File: src/design/singleCpu_params.svh
`ifndef SINGLECPU_PARAMS_SVH
`define SINGLECPU_PARAMS_SVH

// Data path and address width
`define XLEN 32

// Memory sizes in 32-bit words
`define IMEM_DEPTH 64
`define DMEM_DEPTH 64

`endif

File: src/design/singleCpuPkg.sv
`default_nettype none

package singleCpuPkg;

    // Major opcodes of the supported RV32I subset
    typedef enum logic [6:0] {
        OP     = 7'b0110011,
        OP_IMM = 7'b0010011,
        LOAD   = 7'b0000011,
        STORE  = 7'b0100011,
        BRANCH = 7'b1100011
    } opcode_e;

    typedef enum logic [2:0] {
        ADD = 3'd0,
        SUB = 3'd1,
        AND = 3'd2,
        OR  = 3'd3,
        SLT = 3'd4
    } aluOp_e;

    // Register view of the instruction word
    typedef struct packed {
        logic [6:0] funct7;
        logic [4:0] rs2;
        logic [4:0] rs1;
        logic [2:0] funct3;
        logic [4:0] rd;
        logic [6:0] opcode;
    } rTypeView_t;

    // Immediate view, fields shared by S and B formats
    typedef struct packed {
        logic [6:0] immHi;
        logic [4:0] rs2;
        logic [4:0] rs1;
        logic [2:0] funct3;
        logic [4:0] immLo;
        logic [6:0] opcode;
    } immView_t;

    typedef union packed {
        rTypeView_t r;
        immView_t   i;
    } rvInstr_u;

endpackage

`default_nettype wire

File: src/design/ctrlIf.sv
`timescale 1ns/1ps
`default_nettype none

interface ctrlIf;
    import singleCpuPkg::*;

    logic   regWrite;
    logic   aluSrc;   // Immediate as second ALU operand
    logic   memWrite;
    logic   memToReg; // Load data to writeback
    logic   branch;
    aluOp_e aluOp;

    modport decoder (output regWrite, aluSrc, memWrite, memToReg, branch, aluOp);
    modport alu (input aluSrc, aluOp);
    modport lsu (input memWrite, memToReg);
    modport regs (input regWrite);
    modport pc (input branch);

endinterface

`default_nettype wire

File: src/design/pcUnit.sv
`timescale 1ns/1ps
`default_nettype none
`include "singleCpu_params.svh"

module pcUnit (
    input  logic             CLK,
    input  logic             arstN,
    ctrlIf.pc                ctrl,
    input  logic [`XLEN-1:0] imm,
    input  logic             zero,
    output logic [`XLEN-1:0] pc
);

    logic [`XLEN-1:0] pcPlus4;
    logic [`XLEN-1:0] pcTarget;
    logic [`XLEN-1:0] pcNext;

    assign pcPlus4  = pc + `XLEN'd4;
    assign pcTarget = pc + imm;                                  // B immediate has bit 0 clear
    assign pcNext   = (ctrl.branch && zero) ? pcTarget : pcPlus4; // Taken beq

    always_ff @(posedge CLK or negedge arstN) begin
        if (!arstN) begin
            pc <= '0;
        end else begin
            pc <= pcNext;
        end
    end

    // A bad branch offset would misalign the fetch
    assert property (@(posedge CLK) disable iff (!arstN) pc[1:0] == 2'b00)
        else $error("pcUnit: misaligned pc %h", pc);

endmodule

`default_nettype wire

File: src/flat_wrapper.sv
// flat-port wrapper written by rule: the top's interface ports become plain ports
module pcUnit_flat 
  (CLK, arstN, imm, zero, pc, ctrl_branch);
  ctrlIf ctrl_i ();
  input  logic CLK;
  input  logic arstN;
  input  logic [`XLEN-1:0] imm;
  input  logic zero;
  output logic [`XLEN-1:0] pc;
  input wire logic [$bits(ctrl_i.branch)-1:0] ctrl_branch;
  assign ctrl_i.branch = ctrl_branch;
  pcUnit u_core (.CLK(CLK), .arstN(arstN), .ctrl(ctrl_i), .imm(imm), .zero(zero), .pc(pc));
endmodule
File: config.mk
export PLATFORM = sky130hd
export DESIGN_NAME = pcUnit_flat
export DESIGN_NICKNAME = d
export VERILOG_FILES = /design/src/design/singleCpuPkg.sv /design/src/design/ctrlIf.sv /design/src/design/pcUnit.sv /design/src/flat_wrapper.sv
export VERILOG_INCLUDE_DIRS = /design/src /design/src/design
export SDC_FILE = /design/constraint.sdc
export NUM_CORES = 1
export LEC_CHECK = 0
export ABC_CLOCK_PERIOD_IN_PS = 2700
export BUFFER_PORTS_ARGS = -buffer_cell sky130_fd_sc_hd__buf_2
export CORE_ASPECT_RATIO = 1.4
export CORE_UTILIZATION = 57
export DETAILED_ROUTE_END_ITERATION = 12
export HOLD_SLACK_MARGIN = 0.02
export PLACE_DENSITY_LB_ADDON = 0.1
export SLEW_MARGIN = 20
export SYNTH_ARGS = -nofsm -noshare
export SYNTH_HDL_FRONTEND = slang
export SYNTH_SLANG_ARGS = --single-unit
File: constraint.sdc
create_clock -name CLK -period 2.7 [get_ports CLK]
set_clock_uncertainty 0.1 [all_clocks]
set_input_delay 0.27 -clock CLK [delete_from_list [all_inputs] [get_ports CLK]]
set_output_delay 0.27 -clock CLK [all_outputs]
set_load 0.005 [all_outputs]
Word-level counts from Yosys, hierarchy flattened
Index checks and enable logic that the tools add are counted.
{ "word_totals": {"reg_bits": 32, "in_bits": 36, "output_inout_bits": 32, "word_cells": 5} }
{ "classes": {"addsub": 2, "n_mux": 1, "reduce_logical": 1} }
{ "op_table": {"columns": ["cell", "count"], "rows": [
  ["32-bit by 3-bit adder with 32-bit output, second input constant", 1],
  ["32-bit adder", 1],
  ["32-bit 2-to-1 mux", 1],
  ["1-bit logical AND", 1]
]} }

Longest topological paths before layout
Gate-level depths: netlist of run 1.
{ "depth": {"ltp_word": 2, "depth_mapped": 10, "depth_no_buf": 10} }

Least setup slack after synthesis of run 1
Ideal clock, no wire load.
{ "synth_timing": {"path_kind": "register -> register", "startpoint": "reg u_core.pc[0]", "endpoint": "reg u_core.pc[28]", "setup_ps": 122, "t_arrival_ps": 2244, "t_required_ps": 2478, "path_slack_ps": 234, "stages_incl_launch_ff": 11, "n_path_buf": 0, "synth_period_minus_slack_ps": 2466, "cell_sequence": "dfrtp_1 > ha_1 > inv_1 > fa_1 > nand2b_1 > a21oi_1 > o211ai_1 > a21oi_1 > a22oi_1 > or2_0 > a32o_1"} }
{ "synth_via": {"elab_chain_len": 2, "word_cells_on_any_way": 3, "classes_between": "add/sub (2); mux (1)"} }
{ "synth_rtl": {"columns": ["item", "line", "source"], "rows": [
  ["from (decl)", "pcUnit.sv:11", "output logic [`XLEN-1:0] pc"],
  ["from (signal assigned)", "pcUnit.sv:26", "pc <= pcNext;"],
  ["32-bit by 3-bit adder with 32-bit output / 32-bit adder (equally long branches)", "pcUnit.sv:18, pcUnit.sv:19", null],
  ["32-bit 2-to-1 mux (*)", "pcUnit.sv:20", "assign pcNext = (ctrl.branch && zero) ? pcTarget : pcPlus4;"],
  ["net u_core.pcNext[28]", "pcUnit.sv:16", "logic [`XLEN-1:0] pcNext;"]
]} }
The timed path passes the listed nets; every way through them passes the cells marked *.

Worst setup path in the final report of run 1
{ "layout_timing": {"startpoint": "reg u_core.pc[7]", "endpoint": "reg u_core.pc[29]"} }
The elaborated chain is that of the path after synthesis.

==> out/metrics.cfg, run 1 <==
[placement]
dp_hpwl_um = 7580
port_buffers = 67
place_congestion = 0.963

[min_path]
hold_path.class = input pin to flop
hold_depth = 4

[yosys]
synth.distinct_cells = 64
ys.flop_type = dfrtp_1
avgSynthCellArea_um2 = 7.92
ys_seq_elements = 32
seq_area_frac_synth = 0.222
synth_largest_area_cell = dfrtp_1
synth_top_area_frac = 0.222
syn-num-nets = 525
netlist_area_um2 = 3610
synth_cells = 456
synth_edf_count = 0
synth_warnings = 0
synth_area_leaders = dfrtp_1 (22%), ha_1 (11%), xnor2_1 (7.0%), nand2_1 (5.5%), a21oi_1 (5.4%)
synthArstFlopShare = 1.00

[grt]
grt_pass1_vias = 3464
grt_pass1_wl_um = 15800
grt_usage = 0.297
antenna_found_initial = 0
overflow = 0
grt_max_degree = 33

[drt]
postRouteWirelength_um = 9640
drc = 0
wire_per_inst_um = 16.0
drt_iter0_markers = 169
routed_via_density = 6.07
ant_nets = 0
via_count = 3664
firstDrtPassIters = 5

[cts]
cts_tree = done
clock-root-buffer = clkbuf_8
clkSinkCount = 32
postCtsSetupBuffers = 0
clk_pin_slew_ns = 0.09
numCtsBuffers = 5
htree_levels = 2
clk_latency_ns = 0.30
cts_max_path_buffers = 2

[setup_path]
worstPathArrival_ns = 2.61
start_kind = flop
criticalPathCategory = flop to flop
reg2reg_depth = 8
cp.required_ns = 2.75
cp_max_fo = 7
worst_setup_path_end_kind = flop

[cells_and_area]
largest_register = u_core.pc
antennaDiodeCount = 0
drive_above_1_share = 0.227
largest_register_ff_count = 32
top_regs = u_core.pc x32
final_nets = 602
fill_cells = 518
area_delta_synth_final_pct = 18.3

[pwr]
peakVddDrop_uv = 662
leakage_nw = 2.02
p_per_area_nw_per_um2 = 1150

[sta]
slew_headroom = 0.462
final-hold-violation-count = 0
clock.fmax_mhz = 391
post-route-min-period_ns = 2.56
fin_crit_sh = 0.948
rsz0062_at_grt = false
hold_slack_ns = 0.180
worst_slew_pin_slew_ns = 0.806
tns_ns = 0
final_max_slew_viol_count = 0
setup_viol = 0

[floorplanning]
die_h_um = 96.2
core.rowCount = 33
die_x_um = 69.3
start_util = 0.603
design.core.area_um2 = 5990
io_pins = 68
die-area_um2 = 6660

[status]
status = finished, final reports clean

[job]
maxCapViolCount = 0

## power by group
group / switching, mW / internal, mW / total [mW] / leakage (nW)
clock network: 0.209 / 0.204 / 0.413 / 0.0510
logic: 1.96 / 1.57 / 3.53 / 1.59
registers: 0.254 / 0.706 / 0.961 / 0.384
## synth_stat cells (3+ instances only)
cell and instances:
and2_1 4, nand2b_1 9, o21ai_0 20, a211oi_1 8, o21a_1 3, a211o_1 3, clkbuf_1 17, a21o_1 14
nor3_1 5, mux2i_1 4, o22ai_1 5, inv_1 17, ha_1 32, a31oi_1 4, nor2b_1 4, o21ai_1 13
o211ai_1 3, a21boi_0 3, nand4_1 9, o21bai_1 4, dfrtp_1 32, nand2_1 53, xor2_1 22, nand3_1 16
and4_1 3, a21oi_1 39, and3_1 6, xnor2_1 29, nor2_1 33
## repair_timing
action / CTS / global route
gates resized for setup: 0 / 9
hold endpoints to repair: 32 / 0
hold buffers: 1 / 0
setup endpoints to repair: 0 / 12
## worst max-delay path: stages (launching register included)
cell and delay (ns):
dfrtp_1 0.38, ha_1 0.43, nand3_2 0.11, or2_4 0.29, a2111oi_4 0.42, o31ai_4 0.12
a31oi_4 0.25, mux2i_1 0.21, o22ai_1 0.10
## routing by layer
metal	track usage	part of all wire	up-vias
li1	-	-	1798
met1	0.331	0.40	1719
met2	0.561	0.53	126
met3	0.0440	0.044	21
met4	0.128	0.026	0
met5	0	0	-
## cells by family (layout without fill, tap and decap cells)
family / Yosys count / count (layout) / synth area share
and+or+nand+nor: 157 / 157 / 0.219
AOI/OAI and AO/OA: 142 / 142 / 0.268
xor gates and xnor gates: 51 / 51 / 0.124
buffers and inverters: 37 / 115 / 0.0392
adders and majority gates: 33 / 33 / 0.116
DFF: 32 / 32 / 0.222
muxes: 4 / 4 / 0.0111
## worst paths after layout
check	from	end	slack, ns
max	u_core.pc[7]	u_core.pc[29]	0.14
max reg2reg	u_core.pc[7]	u_core.pc[29]	0.14
min	imm[0]	u_core.pc[0]	0.18
max in group asynchronous	arstN	u_core.pc[26]	1.49
min reg2reg	u_core.pc[31]	u_core.pc[31]	0.38
min in group asynchronous	arstN	u_core.pc[24]	0.49
## per-stage QoR
| stage | cells | setup slack, ns | cell area, µm² | util | power, mW |
|---|---|---|---|---|---|
| 3_3_place_gp | 595 | 0.162 | 4120 | 0.688 | 4.32 |
| 4_1_cts | 604 | 0.0973 | 4220 | 0.705 | 4.80 |
| 2_1_floorplan | 456 | 0.234 | 3610 | - | 3.36 |
| 6_report | 604 | 0.142 | 4270 | 0.713 | 4.90 |
| 3_5_place_dp | 595 | 0.103 | 4120 | 0.688 | 4.36 |
| 5_1_grt | 604 | 0.0141 | 4270 | 0.713 | 5.32 |
## area by class of cell
cell class	count	area, µm²	share of cell area
Timing Repair Buffer	90	510	0.120
Clock inverter	2	10.0	0.00234
Multi-Input combinational cell	387	2720	0.636
Inverter	17	63.8	0.0149
Tap cell	70	87.6	0.0205
Clock buffer	6	82.6	0.0193
Sequential cell	32	801	0.188
## layout by cell type (no fill, tap or decap), types with 17 or more instances in the layout
cell type	instances
buf_2	67
nand2_1	53
nor2_1	33
a21oi_1	37
buf_4	22
xnor2_1	29
inv_1	17
ha_1	31
dfrtp_1	32
o21ai_0	20
xor2_1	22
Note: power is estimated with default switching activity, not from simulation.
==> run 2: changes to the inputs <==
--- a/config.mk
+++ b/config.mk
@@ -13,6 +13,7 @@
 export DETAILED_ROUTE_END_ITERATION = 12
 export HOLD_SLACK_MARGIN = 0.02
 export PLACE_DENSITY_LB_ADDON = 0.1
+export SETUP_SLACK_MARGIN = 0.5
 export SLEW_MARGIN = 20
 export SYNTH_ARGS = -nofsm -noshare
 export SYNTH_HDL_FRONTEND = slang
==> out/metrics.cfg, run 2 (synthesized netlist as in run 1, its figures left out) <==
[status]
status = finished, final reports clean

[placement]
dp_cells = 588  ; -1.2%
dp_hpwl_um = 7600  ; +0.36%
place_congestion = 0.915  ; -4.9%
dp_slack_ns = 0.146  ; +0.0427 ns
port_buffers = 67  ; unchanged
placed_cell_area_um2 = 4190  ; +1.6%

[cells_and_area]
area_delta_synth_final_pct = 33.7
antennaDiodeCount = 0  ; unchanged
largest_register_ff_count = 32  ; unchanged
layout_commonest_cell = buf_2
layout_common_cells = buf_2 (67), nand2_1 (52), nor2_1 (31), buf_4 (27), dfrtp_1 (26)
drive_above_1_share = 0.362  ; +0.135
top_regs = u_core.pc x32
final_nets = 610  ; +1.3%
stdcell_count = 612  ; +1.3%
postLayoutCoreUtil = 0.806  ; +0.0930
final_area_um2 = 4830  ; +13%
largest_register = u_core.pc
fill_cells = 398  ; -23%

[cts]
clkSinkCount = 32  ; unchanged
cts_tree = done
numCtsBuffers = 5  ; unchanged
cts_max_path_buffers = 2  ; unchanged
clk_latency_ns = 0.29  ; about the same
clk_pin_slew_ns = 0.07  ; -0.02 ns
htree_levels = 2  ; unchanged
clock-root-buffer = clkbuf_8

[setup_path]
r2r-start = u_core.pc[0]
start_kind = flop
reg2reg_to = u_core.pc[28]
reg2reg_depth = 10  ; +2
worstPathArrival_ns = 2.58  ; -0.03 ns
cp.required_ns = 2.78  ; +0.03 ns
cp_max_fo = 4  ; -3
worst_setup_path_end_kind = flop
reg2reg_slack_ns = 0.19  ; +0.05 ns
criticalPathCategory = flop to flop

[floorplanning]
die_h_um = 96.2  ; unchanged
die-area_um2 = 6660  ; unchanged
core.rowCount = 33  ; unchanged
die_x_um = 69.3  ; unchanged
design.core.area_um2 = 5990  ; unchanged
start_util = 0.603  ; unchanged
io_pins = 68  ; unchanged

[sta]
final-hold-violation-count = 0  ; unchanged
rsz0062_at_grt = true
post-route-min-period_ns = 2.51  ; -0.0528 ns
slew_headroom = 0.445  ; -0.0174
final_max_slew_viol_count = 0  ; unchanged
clock.fmax_mhz = 399  ; +2.1%
fin_ws_ns = 0.194  ; +0.0528 ns
tns_ns = 0  ; unchanged
fin_crit_sh = 0.928  ; -0.0195
hold_slack_ns = 0.219  ; +0.0386 ns
worst_slew_pin_slew_ns = 0.832  ; +0.0261 ns
setup_viol = 0  ; unchanged

[grt]
grt_pass1_wl_um = 17200  ; +8.4%
overflow = 0  ; unchanged
grt_usage = 0.324  ; +0.0268
antenna_found_initial = 0  ; unchanged
grt_max_degree = 33  ; unchanged
grt_pass1_vias = 3732  ; +7.7%

[drt]
via_count = 3870  ; +5.6%
firstDrtPassIters = 5  ; unchanged
postRouteWirelength_um = 11300  ; +17%
routed_via_density = 6.32  ; +4.2%
ant_nets = 0  ; unchanged
drt_iter0_markers = 211  ; +25%
drc = 0  ; unchanged
wire_per_inst_um = 18.5  ; +16%

[min_path]
min_delay_worst_endpoint = u_core.pc[0]
hold_depth = 4  ; unchanged
min_from = imm[0]
hold_path.class = input pin to flop

[pwr]
p_total_mw = 5.88  ; +20%
p_per_area_nw_per_um2 = 1220  ; +6.1%
leakage_nw = 2.13  ; +5.1%
peakVddDrop_uv = 742  ; +12%

[job]
maxCapViolCount = 0  ; unchanged

[run 2: worst max-delay path by stage]
stage | startpoint | endpoint | slack, ns | cells past startpoint
after floorplan | u_core.pc[1] | u_core.pc[29] | 0.36 | 8
after global placement | u_core.pc[1] | u_core.pc[29] | 0.23 | 8
after detailed placement | u_core.pc[0] | u_core.pc[28] | 0.15 | 10
after CTS | u_core.pc[1] | u_core.pc[29] | 0.29 | 8
after global routing | u_core.pc[0] | u_core.pc[28] | 0.13 | 10
final | u_core.pc[0] | u_core.pc[28] | 0.19 | 10
[run 2: power by group]
part | total (mW) | switching, mW | internal, mW
clock network | 0.531 | 0.205 | 0.326
registers | 1.05 | 0.332 | 0.715
logic | 4.30 | 2.32 | 1.98
total | 5.88 | 2.86 | 3.02
[run 2: repair_timing]
item,CTS,global route
pin swaps,18,17
resized for setup,45,39
hold endpoints to repair,32,0
gates cloned,0,0
setup endpoints to repair,20,24
setup buffers,10,5
hold buffers,1,0
[run 2: layout make-up]
class	count	area, µm²	share of cell area
timing repair buffer	98	582	0.121
inverter	17	63.8	0.0132
clock inverter	1	30.0	0.00622
multi-input combinational	387	3160	0.654
tap	70	87.6	0.0181
clock buffer	7	96.3	0.0200
sequential	32	808	0.167
[run 2: per-layer routing]
metal	routed length, µm	vias to the layer above	global-route usage	part of all wire
met4	583	0	0.194	0.052
met2	5860	185	0.619	0.52
met5	0	-	0	0
met1	4320	1803	0.337	0.38
met3	560	65	0.0450	0.049
li1	-	1817	-	-
[run 2: worst max-delay path, cell delays in order (launching register included)]
cell and delay, ns:
dfrtp_1 0.39, ha_4 0.16, inv_2 0.04, fa_2 0.37
nand2b_4 0.16, a21oi_4 0.19, o211ai_1 0.17, a21oi_2 0.28
a22oi_2 0.09, or2_0 0.21, a32o_1 0.22
