==> config.mk <==
export PLATFORM = sky130hd
export DESIGN_NAME = instrDecoder_flat
export DESIGN_NICKNAME = d
export VERILOG_FILES = /design/src/design/singleCpuPkg.sv /design/src/design/ctrlIf.sv /design/src/design/instrDecoder.sv /design/src/flat_wrapper.sv
export VERILOG_INCLUDE_DIRS = /design/src /design/src/design
export SDC_FILE = /design/constraint.sdc
export NUM_CORES = 1
export LEC_CHECK = 0
export CORE_AREA = 4 4 41 43
export DETAILED_ROUTE_END_ITERATION = 12
export DIE_AREA = 0 0 45 47
export DONT_BUFFER_PORTS = 1
export SYNTH_ARGS = -nofsm -noshare
export SYNTH_HDL_FRONTEND = slang
export SYNTH_SLANG_ARGS = --single-unit
==> constraint.sdc <==
create_clock -name vclk -period 1.1
set_clock_uncertainty 0.2 [all_clocks]
set_input_delay 0.165 -clock vclk [all_inputs]
set_output_delay 0.165 -clock vclk [all_outputs]
set_load 0.1 [all_outputs]
==> src/design/singleCpu_params.svh <==
`ifndef SINGLECPU_PARAMS_SVH
`define SINGLECPU_PARAMS_SVH

// Data path and address width
`define XLEN 32

// Memory sizes in 32-bit words
`define IMEM_DEPTH 64
`define DMEM_DEPTH 64

`endif

==> src/design/singleCpuPkg.sv <==
`default_nettype none

package singleCpuPkg;

    // Major opcodes of the supported RV32I subset
    typedef enum logic [6:0] {
        OP     = 7'b0110011,
        OP_IMM = 7'b0010011,
        LOAD   = 7'b0000011,
        STORE  = 7'b0100011,
        BRANCH = 7'b1100011
    } opcode_e;

    typedef enum logic [2:0] {
        ADD = 3'd0,
        SUB = 3'd1,
        AND = 3'd2,
        OR  = 3'd3,
        SLT = 3'd4
    } aluOp_e;

    // Register view of the instruction word
    typedef struct packed {
        logic [6:0] funct7;
        logic [4:0] rs2;
        logic [4:0] rs1;
        logic [2:0] funct3;
        logic [4:0] rd;
        logic [6:0] opcode;
    } rTypeView_t;

    // Immediate view, fields shared by S and B formats
    typedef struct packed {
        logic [6:0] immHi;
        logic [4:0] rs2;
        logic [4:0] rs1;
        logic [2:0] funct3;
        logic [4:0] immLo;
        logic [6:0] opcode;
    } immView_t;

    typedef union packed {
        rTypeView_t r;
        immView_t   i;
    } rvInstr_u;

endpackage

`default_nettype wire

==> src/design/ctrlIf.sv <==
`timescale 1ns/1ps
`default_nettype none

interface ctrlIf;
    import singleCpuPkg::*;

    logic   regWrite;
    logic   aluSrc;   // Immediate as second ALU operand
    logic   memWrite;
    logic   memToReg; // Load data to writeback
    logic   branch;
    aluOp_e aluOp;

    modport decoder (output regWrite, aluSrc, memWrite, memToReg, branch, aluOp);
    modport alu (input aluSrc, aluOp);
    modport lsu (input memWrite, memToReg);
    modport regs (input regWrite);
    modport pc (input branch);

endinterface

`default_nettype wire

==> src/design/instrDecoder.sv <==
`timescale 1ns/1ps
`default_nettype none
`include "singleCpu_params.svh"

module instrDecoder (
    input  logic                  arstN,
    input  singleCpuPkg::rvInstr_u instr,
    ctrlIf.decoder                ctrl,
    output logic [`XLEN-1:0]      imm
);
    import singleCpuPkg::*;

    opcode_e opcode;
    aluOp_e  rAluOp;
    logic    opKnown;

    assign opcode = opcode_e'(instr.r.opcode);

    // R-type operation from funct3 and funct7 bit 5
    always_comb begin
        case (instr.r.funct3)
            3'b000:  rAluOp = instr.r.funct7[5] ? SUB : ADD;
            3'b010:  rAluOp = SLT;
            3'b110:  rAluOp = OR;
            3'b111:  rAluOp = AND;
            default: rAluOp = ADD;
        endcase
    end

    always_comb begin
        ctrl.regWrite = 1'b0;
        ctrl.aluSrc   = 1'b0;
        ctrl.memWrite = 1'b0;
        ctrl.memToReg = 1'b0;
        ctrl.branch   = 1'b0;
        ctrl.aluOp    = ADD;
        opKnown       = 1'b1;
        if (arstN) begin // Nothing retires while the program loads
            case (opcode)
                OP: begin
                    ctrl.regWrite = 1'b1;
                    ctrl.aluOp    = rAluOp;
                end
                OP_IMM: begin
                    ctrl.regWrite = 1'b1;
                    ctrl.aluSrc   = 1'b1;
                end
                LOAD: begin
                    ctrl.regWrite = 1'b1;
                    ctrl.aluSrc   = 1'b1;
                    ctrl.memToReg = 1'b1;
                end
                STORE: begin
                    ctrl.aluSrc   = 1'b1;
                    ctrl.memWrite = 1'b1;
                end
                BRANCH: begin
                    ctrl.branch = 1'b1;
                    ctrl.aluOp  = SUB; // Equal operands give zero
                end
                default: opKnown = 1'b0; // Executes as a no-op
            endcase
        end
    end

    // Sign-extended immediate in I, S or B format
    always_comb begin
        case (opcode)
            STORE:   imm = {{(`XLEN-12){instr.i.immHi[6]}}, instr.i.immHi, instr.i.immLo};
            BRANCH:  imm = {{(`XLEN-12){instr.i.immHi[6]}}, instr.i.immLo[0],
                            instr.i.immHi[5:0], instr.i.immLo[4:1], 1'b0};
            default: imm = {{(`XLEN-12){instr.i.immHi[6]}}, instr.i.immHi, instr.i.rs2};
        endcase
    end

    always_comb begin
        if (arstN) begin
            assert final (opKnown)
                else $error("instrDecoder: unknown opcode %b", instr.r.opcode);
        end
    end

endmodule

`default_nettype wire

==> src/flat_wrapper.sv <==
// flat-port wrapper written by rule: the top's interface ports become plain ports
module instrDecoder_flat import singleCpuPkg::*;
  (arstN, instr, imm, ctrl_regWrite, ctrl_aluSrc, ctrl_memWrite, ctrl_memToReg, ctrl_branch, ctrl_aluOp);
  ctrlIf ctrl_i ();
  input  logic arstN;
  input  singleCpuPkg::rvInstr_u instr;
  output logic [`XLEN-1:0] imm;
  output wire logic [$bits(ctrl_i.regWrite)-1:0] ctrl_regWrite;
  output wire logic [$bits(ctrl_i.aluSrc)-1:0] ctrl_aluSrc;
  output wire logic [$bits(ctrl_i.memWrite)-1:0] ctrl_memWrite;
  output wire logic [$bits(ctrl_i.memToReg)-1:0] ctrl_memToReg;
  output wire logic [$bits(ctrl_i.branch)-1:0] ctrl_branch;
  output wire logic [$bits(ctrl_i.aluOp)-1:0] ctrl_aluOp;
  assign ctrl_regWrite = ctrl_i.regWrite;
  assign ctrl_aluSrc = ctrl_i.aluSrc;
  assign ctrl_memWrite = ctrl_i.memWrite;
  assign ctrl_memToReg = ctrl_i.memToReg;
  assign ctrl_branch = ctrl_i.branch;
  assign ctrl_aluOp = ctrl_i.aluOp;
  instrDecoder u_core (.arstN(arstN), .instr(instr), .ctrl(ctrl_i), .imm(imm));
endmodule
## Yosys cells after proc, flatten, opt, wreduce, memory -nomap -nowiden

Cells that the tools add are included.

- Flip-flop bits (word level): 0
- Output and inout port bits: 40
- Logic and storage cells: 26

- Equal/unequal tests: 8
- Multiplexer cells: 15
- Reduce and logical (&&, ||, !) cells: 3

Operator list:

| operator | number |
|---|---|
| $pmux W12 S2 | 1 |
| $eq A7 B6 Y1 const B | 2 |
| $pmux W3 S4 | 1 |
| $mux W1 | 11 |
| $eq A7 B2 Y1 const B | 1 |
| $eq A7 B5 Y1 const B | 1 |
| $eq A7 B7 Y1 const B | 1 |
| $eq A3 B3 Y1 const B | 2 |
| $pmux W3 S2 | 1 |
| $reduce_or A3 Y1 | 2 |
| $eq A3 B2 Y1 const B | 1 |
| $logic_not A3 Y1 | 1 |
| $mux W3 | 1 |

## Logic depth before layout (Yosys ltp)

Gate-level depths: netlist of the first run.

- Depth in word-level cells: 4
- Gate-level depth with buffers: 3
- Mapped depth without buffers: 3

## Worst setup path before layout of the first run

OpenSTA, ideal clock, no wires.

- Kind: in2out
- From: in instr[2] (netlist name)
- To: out ctrl_aluOp[2]
- Arrival time: 3.560 ns
- Setup slack: -2.825 ns
- Stages: 3
- Path buffers: 0
- Path through: and4bb_2 > nand3b_4 > nor4_1

- Longest elaborated chain between the ends: 3
- Elaborated cells on any way between the ends: 4
- Classes of those cells: 2 x eq/ne; 2 x mux

Ends and longest elaborated chain:

| what | line | source |
|---|---|---|
| start, declared | flat_wrapper.sv:6 | `input singleCpuPkg::rvInstr_u instr;` |
| $eq A7 B7 Y1 or $eq A7 B6 Y1 (tied branches) | -- |  |
| $pmux W3 S2 (*) | instrDecoder.sv:39 | `case (opcode)` |
| $mux W3 (*) | instrDecoder.sv:38 | `if (arstN) begin` |
| end, declared | flat_wrapper.sv:13 | `output wire logic [$bits(ctrl_i.aluOp)-1:0] ctrl_aluOp;` |

Mark *: on every way between the ends. The rest lies on a longest branch, timed or not.

## Final worst setup path of the first run

- From: in instr[2] (netlist name)
- To: out ctrl_aluOp[0]

Same word-level chain as after synthesis.

==> results of run 1 <==
-- layout by cell type, fill, tap and decap left out, drive strengths merged, types with 2 or more instances in the layout --
cell type | Yosys | routed
nor3 | 2 | 2
buf | 26 | 13
nand2 | 3 | 3
mux2 | 6 | 6
nor2 | 2 | 2
-- kinds of logic after synthesis --
group	after synthesis	synth area share [%]
buf+inv	27	49.2
compound gates	3	7.12
mux	6	16.7
simple gates	16	26.9
-- power groups by stage --
stage                     combinational, mW  sequential [mW]  clock (mW)
after CTS                             0.176                0           0
final                                 0.175                0           0
after floorplan                       0.598                0           0
after detailed placement              0.173                0           0
after global routing                  0.180                0           0
after global placement                0.173                0           0
-- routing by layer --
layer	wire length [µm]	vias to the layer above	GRT usage [%]
li1	-	125	-
met1	257	120	7.21
met2	477	33	12.1
met3	148	0	3.83
met4	0	0	0
met5	0	-	0
-- metrics by stage --
step,utilization (%),std cells,setup WS [ps]
6_report,42.1,54,-520
5_1_grt,42.1,54,-553
4_1_cts,42.1,54,-520
3_5_place_dp,40.8,54,-510
3_3_place_gp,40.8,54,-495
2_1_floorplan,-,52,-1160
-- final cells by class --
class | count | area (µm²)
Tap cell | 15 | 18.8
Timing Repair Buffer | 13 | 210
Fill cell | 127 | 753
Multi-Input combinational cell | 25 | 312
Inverter | 1 | 7.51
-- repair_timing --
item	4_1_cts	5_1_grt
endpoints found under the setup margin	14	14
gates resized for setup	3	0
pin swaps	1	0
-- how the worst max path moves through the flow --
stage / cells past startpoint / start / slack, ps / endpoint
after floorplan: 3 / instr[2] / -1160 / ctrl_memToReg
after global placement: 4 / instr[2] / -490 / ctrl_aluOp[0]
after detailed placement: 4 / instr[2] / -510 / ctrl_aluOp[0]
after CTS: 4 / instr[2] / -520 / ctrl_aluOp[0]
after global routing: 4 / instr[2] / -550 / ctrl_aluOp[0]
final: 4 / instr[2] / -520 / ctrl_aluOp[0]
==> flow_summary.json, run 1 <==
{
  "critPathCaptureType": "output pin",
  "finalWirelength_um": 883,
  "syn2layout_area_growth_pct": 35.6,
  "slowest_stage": "o41ai_4",
  "synth_nets": 85,
  "dieWidth_um": 45,
  "timing.final.ws_setup_ps": -520,
  "drtIter0Drc": 1,
  "synth_most_common_cell": "buf_4",
  "rsz0062_at_grt": "yes",
  "p_per_area_nw_per_um2": 320,
  "worstPathMaxFanout": 3,
  "vias": 278,
  "finalSetupTns_ps": -5980,
  "post_cts_buffers": 0,
  "fin_area_um2": 548,
  "drcViolationCount": 0,
  "rows": 13,
  "fin_crit_sh_pct": 147,
  "slew_headroom_pct": 74.3,
  "setup_viol": 14,
  "netlist_instances": 52,
  "p_int_mw": 0.0455,
  "ys_types": 19,
  "numPortBuffers": 0,
  "min_from": "instr[26]",
  "crit_required_ps": 730,
  "start_util_pct": 31.1,
  "grt_pass1_vias": 220,
  "design.seq.count": 0,
  "grt_pass1_wl_mm": 1.10,
  "coreArea_um2": 1300,
  "antennaDiodeCount": 0,
  "synth.avg_cell_area_um2": 7.77,
  "p_leak_nw": 0.272,
  "tightest_slew_ps": 382,
  "total_power_mw": 0.175,
  "drv_cap": 0,
  "sw_frac_of_total_pct": 74.1,
  "crit_type": "in2out",
  "ys_top_cells_by_area": "buf_4 48%, mux2_2 17%, nand3b_4 5.0%",
  "cts_hold_buf": 0,
  "p_comb_share_pct": 100.0,
  "nets": 74,
  "first_pass_iters": 2,
  "grt_util_all_layers_pct": 6.69,
  "holdPathStages": 0,
  "crit_buf_inv": 1,
  "grt_overflow": 0,
  "maxSlewViolCount": 0,
  "netlist_area_um2": 404,
  "synth_area_leader_cell": "buf_4",
  "critical_path_arrival_ps": 1250,
  "wl_per_cell_um": 16.4,
  "n_clock_buffer": 0,
  "placed_area_um2": 531,
  "synth_common_cells": "26 x buf_4, 6 x mux2_2, 2 x nand2_1, 2 x nor2_1, 2 x nor3_1",
  "p_clk_share_pct": 0,
  "yosysWarnings": 0,
  "die-height_um": 47,
  "finalHoldViolCount": 0,
  "holdCritPathClass": "in2out",
  "final-seq-area_um2": 0,
  "vias_per_cell": 5.15,
  "grt_max_degree": 22,
  "status": "finished, violations left",
  "worst_hold_path.endpoint": "imm[6]",
  "cp_cell_sequence": "and4bb_2, nand3b_4, o41ai_4, buf_12",
  "vdd_drop_max_mv": 0.107,
  "ys_seq_area_share_pct": 0,
  "drive_above_1_share_pct": 76.9,
  "fmax_mhz": 617,
  "pwr-share-seq_pct": 0,
  "die_area_um2": 2120,
  "synth_top_area_share_pct": 48.3,
  "ant_nets": 0,
  "critical-path-top-delay-family": "simple AND/OR/NAND/NOR gates",
  "fin_hold_ws_ps": 130,
  "antenna_found_initial": 0,
  "fin_crit_ps": 1620,
  "violations": "negative setup slack",
  "slowest_delay_ps": 410,
  "cp-start-kind": "input port",
  "ios": 73,
  "place_congestion": 0.679,
  "p_switching_mw": 0.130
}
No activity file was read; power rests on OpenSTA's default activity.
==> inputs of run 2 (changes only) <==
Settings changed: ABC_AREA from default to 1, BUFFER_PORTS_ARGS from default to -buffer_cell sky130_fd_sc_hd__buf_2, CELL_PAD_IN_SITES_DETAIL_PLACEMENT from default to 2, CELL_PAD_IN_SITES_GLOBAL_PLACEMENT from default to 2, CORE_AREA 4 4 41 43 to default, CORE_MARGIN from default to 4, CORE_UTILIZATION from default to 10, DIE_AREA 0 0 45 47 to default, DONT_BUFFER_PORTS 1 to default, PLACE_DENSITY_LB_ADDON from default to 0.1.
==> run 2 against run 1 <==
Net effect: the flow still finishes with violations (negative setup slack); combinational power grew to 5.1 times the previous value; worst setup slack better by 130 ps; first-iteration DRC count grew to 8.0 times the previous value; routed wire length is 140% higher; utilization is 3.8 points lower; worst hold slack stayed put; via count is 130% higher; sequential share of layout area stayed put; clock-buffer cell count stayed put; sequential cell count stayed put; cell count grew to 3.3 times the previous value; fmax is 8.5% higher; critical path type unchanged; critical endpoint is now ctrl_memToReg.
==> flow_summary.json, run 2 <==
{
  "start_util_pct": 10.6,
  "place_congestion": 0.718,
  "status": "finished, violations left",
  "fmax_mhz": 670,
  "placedCellCount": 176,
  "synth_area_leader_cell": "buf_4",
  "slew_headroom_pct": 85.9,
  "crit_required_ps": 730,
  "drcViolationCount": 0,
  "fin_crit_ps": 1490,
  "cts_hold_buf": 0,
  "drtIter0Drc": 8,
  "die-height_um": 73.7,
  "fin_crit_sh_pct": 136,
  "holdCritPathClass": "in2out",
  "critPathCaptureType": "output pin",
  "netlist_instances": 81,
  "final-seq-area_um2": 0,
  "vias": 652,
  "numPortBuffers": 58,
  "coreArea_um2": 4090,
  "finalHoldViolCount": 0,
  "critical_path_arrival_ps": 1130,
  "grt_util_all_layers_pct": 8.18,
  "crit_type": "in2out",
  "grt_pass1_wl_mm": 3.58,
  "cp_cell_sequence": "buf_8, nor3_4, buf_6, nand3_4, nor2_4, buf_12",
  "ys_top_cells_by_area": "buf_4 45%, nand2_1 21%, nand3_1 10%",
  "grt_max_degree": 13,
  "synth_common_cells": "26 x buf_4, 24 x nand2_1, 9 x nand3_1, 9 x nor2_1, 8 x inv_1",
  "finalWirelength_mm": 2.09,
  "dieWidth_um": 73.7,
  "synth_nets": 114,
  "syn2layout_area_growth_pct": 263,
  "fin_cells": 179,
  "antennaDiodeCount": 0,
  "wl_per_cell_um": 11.7,
  "drive_above_1_share_pct": 84.5,
  "first_pass_iters": 4,
  "grt_pass1_vias": 762,
  "yosysWarnings": 0,
  "ios": 73,
  "die_area_um2": 5430,
  "vias_per_cell": 3.64,
  "vdd_drop_max_mv": 0.283,
  "rows": 23,
  "ys_seq_area_share_pct": 0,
  "layout_commonest_cell": "buf_12",
  "violations": "negative setup slack",
  "slowest_delay_ps": 190,
  "rsz0062_at_grt": "yes",
  "nets": 164,
  "worstPathMaxFanout": 8,
  "grt_overflow": 0,
  "maxSlewViolCount": 0,
  "synth_most_common_cell": "buf_4",
  "setup_viol": 14,
  "p_per_area_nw_per_um2": 575,
  "p_leak_nw": 0.702,
  "antenna_found_initial": 0,
  "synth_top_area_share_pct": 45.2,
  "post-place-ws_ps": -547,
  "timing.final.ws_setup_ps": -392,
  "layout_common_cells": "37 x buf_12, 16 x buf_2, 12 x buf_6",
  "cp-start-kind": "input port",
  "tightest_slew_ps": 210,
  "slowest_stage": "nor3_4",
  "fillCellCount": 446,
  "drv_cap": 0,
  "ant_nets": 0,
  "design.seq.count": 0,
  "ys_types": 9,
  "netlist_area_um2": 432,
  "synth.avg_cell_area_um2": 5.33,
  "n_clock_buffer": 0,
  "multi_input_area_um2": 428,
  "hpwl_mm": 1.99
}
-- run 2: changes by cell type in the layout (fill, tap and decap cells not counted), moves of 4 or more --
cell,previous run,this run
buf_12,9,37
buf_2,0,16
buf_6,0,12
mux2_4,6,0
nand2_1,2,9
nand2_2,0,6
nand2_4,1,6
nand3_1,1,5
nor2_4,1,6
-- run 2: through the flow --
| step | setup TNS [ps] | power [mW] | cell area (µm²) | hold slack [ps] | utilization, % |
|---|---|---|---|---|---|
| after floorplan | -5410 | 0.631 | 618 | 342 | - |
| after global placement | -6210 | 0.846 | 1410 | 131 | 34.5 |
| final | -4530 | 0.900 | 1570 | 130 | 38.3 |
| after global routing | -5460 | 0.934 | 1570 | 130 | 38.3 |
| after CTS | -4790 | 0.905 | 1550 | 131 | 37.8 |
| after detailed placement | -6470 | 0.855 | 1410 | 131 | 34.5 |
-- run 2: area by class of cell --
class,count,area share [%]
inverters,8,2.40
repair buffers,74,66.3
well taps,50,3.99
multi-input cells,47,27.3
-- run 2: critical path: cells and delay by family --
| kind | cells | cell delay (ps) |
|---|---|---|
| simple gates | 3 | 500 |
| buf+inv | 3 | 450 |
-- run 2: cell families (layout without fill, tap and decap cells) --
| group | count (synthesis) | count (layout) | share of synthesized area (%) |
|---|---|---|---|
| AOI/OAI and AO/OA | 1 | 1 | 1.16 |
| and+or+nand+nor | 46 | 46 | 46.7 |
| buffers and inverters | 34 | 82 | 52.2 |
-- run 2: final timing paths --
| path | startpoint | to | slack, ps | depth (start not counted) |
|---|---|---|---|---|
| setup / recovery | instr[3] | ctrl_memToReg | -390 | 6 |
| hold / removal | instr[28] | imm[8] | 130 | 0 |
-- run 2: timing repair --
action,CTS,global route
buffers inserted,3,0
setup endpoints to repair,14,14
pin swaps,11,2
endpoints found under the hold margin,0,0
resized for setup,32,5
-- run 2: routing by layer --
metal / track usage [%] / part of all wire [%]
met2: 16.4 / 59
met3: 1.37 / 8.3
met5: 0 / 0
met4: 0.201 / 0.19
met1: 9.28 / 33
-- run 2: power by group --
| group | internal [mW] | switching [mW] |
|---|---|---|
| Combinational | 0.331 | 0.569 |
| Clock | 0 | 0 |
| Sequential | 0 | 0 |
==> inputs of run 3 (changes only) <==
Settings changed: CORE_UTILIZATION 10 to 11.
Clock period 1.1 ns to 1.9 ns, I/O delays scaled along.
==> run 3 against run 2 <==
Net effect: the flow now finishes without violations; design area down 47%; worst setup slack improved by 530 ps; routed wire length decreased by 12%; utilization is 16 points lower; worst hold slack better by 240 ps; critical path type unchanged; critical endpoint is now imm[1]; largest cell class unchanged; largest power group unchanged.
==> flow_summary.json, run 3 (synthesis gave the netlist of run 2 again) <==
{
  "total_power_mw": 0.358,
  "final-seq-area_um2": 0,
  "hpwl_mm": 1.70,
  "grt_pass1_wl_mm": 2.95,
  "vdd_drop_max_mv": 0.0714,
  "critical_path_arrival_ps": 1270,
  "drtIter0Drc": 1,
  "drv_cap": 0,
  "grt_util_all_layers_pct": 6.85,
  "holdPathStages": 0,
  "fin_crit_sh_pct": 92.6,
  "n_clock_buffer": 0,
  "antenna_found_initial": 0,
  "design.seq.count": 0,
  "placed_area_um2": 830,
  "fin_crit_ps": 1760,
  "finalSetupTns_ps": 0,
  "worstPathMaxFanout": 8,
  "setup_viol": 0,
  "first_pass_iters": 2,
  "start_util_pct": 11.6,
  "grt_max_degree": 22,
  "placedCellCount": 162,
  "finalHoldViolCount": 0,
  "timing.final.ws_setup_ps": 141,
  "p_leak_nw": 0.454,
  "grt_pass1_vias": 642,
  "drcViolationCount": 0,
  "slew_headroom_pct": 67.3,
  "ios": 73,
  "finalWirelength_mm": 1.84,
  "antennaDiodeCount": 0,
  "coreArea_um2": 3720,
  "fin_area_um2": 830,
  "holdCritPathClass": "in2out",
  "layout_commonest_cell": "buf_2",
  "post_cts_buffers": 0,
  "drive_above_1_share_pct": 59.6,
  "cp-start-kind": "input port",
  "place_congestion": 0.629,
  "maxSlewViolCount": 0,
  "post-place-ws_ps": 114,
  "status": "complete, no violations",
  "wl_per_cell_um": 11.4,
  "critPathCaptureType": "output pin",
  "vias": 611,
  "die_area_um2": 4990,
  "layout_common_cells": "44 x buf_2, 24 x nand2_1, 14 x buf_12",
  "p_per_area_nw_per_um2": 431,
  "syn2layout_area_growth_pct": 92.2,
  "die-height_um": 70.6,
  "rsz0062_at_grt": "no",
  "vias_per_cell": 3.77,
  "crit_required_ps": 1410,
  "min_from": "instr[26]",
  "fin_cells": 162,
  "grt_overflow": 0,
  "dieWidth_um": 70.6,
  "tightest_slew_ps": 494,
  "ant_nets": 0,
  "crit_type": "in2out",
  "final_util_pct": 22.3,
  "rows": 22,
  "worst_hold_path.endpoint": "imm[6]",
  "numPortBuffers": 58,
  "nets": 149,
  "fin_hold_ws_ps": 370,
  "fmax_mhz": 568
}
-- run 3: changes by cell type in the layout (fill, tap and decap cells not counted), sizes merged --
cell / change
clkinvlp: -2
buf: -15
inv: +2
-- run 3: critical path, stage by stage --
cell and delay (ps):
buf_2 120, nor3_4 190, buf_4 180, nand2_1 140, nand2_1 100, nand2_1 80, buf_12 170
-- run 3: where the power goes --
part	leakage, nW	total, mW	internal, mW	switching, mW
Clock	0	0	0	0
Sequential	0	0	0	0
Combinational	0.454	0.358	0.0718	0.286
Total	0.454	0.358	0.0718	0.286
-- run 3: layer usage --
| metal | vias up | track usage [%] | share of wire [%] |
|---|---|---|---|
| met5 | - | 0 | 0 |
| met2 | 30 | 13.7 | 54 |
| met1 | 292 | 8.00 | 38 |
| met3 | 0 | 1.14 | 7.8 |
| met4 | 0 | 0 | 0 |
| li1 | 289 | - | - |
-- run 3: cell type report --
| cell class | instances | area, µm² |
|---|---|---|
| fill | 453 | 2890 |
| inverter | 8 | 30.0 |
| multi-input combinational | 47 | 231 |
| tap | 48 | 60.1 |
| timing repair buffer | 59 | 508 |
-- run 3: timing repair --
action	CTS	global route
hold buffers	0	0
gates resized for setup	0	1
endpoints found under the setup margin	0	4
-- run 3: worst max path at each step --
stage	end	cells after the start	start	slack, ps
detailed placement	imm[1]	8	instr[4]	110
finish	imm[1]	7	instr[3]	140
global route	imm[3]	8	instr[1]	30
CTS	ctrl_memToReg	6	instr[1]	110
floorplan	ctrl_aluOp[1]	4	instr[1]	-330
global placement	imm[1]	8	instr[4]	110
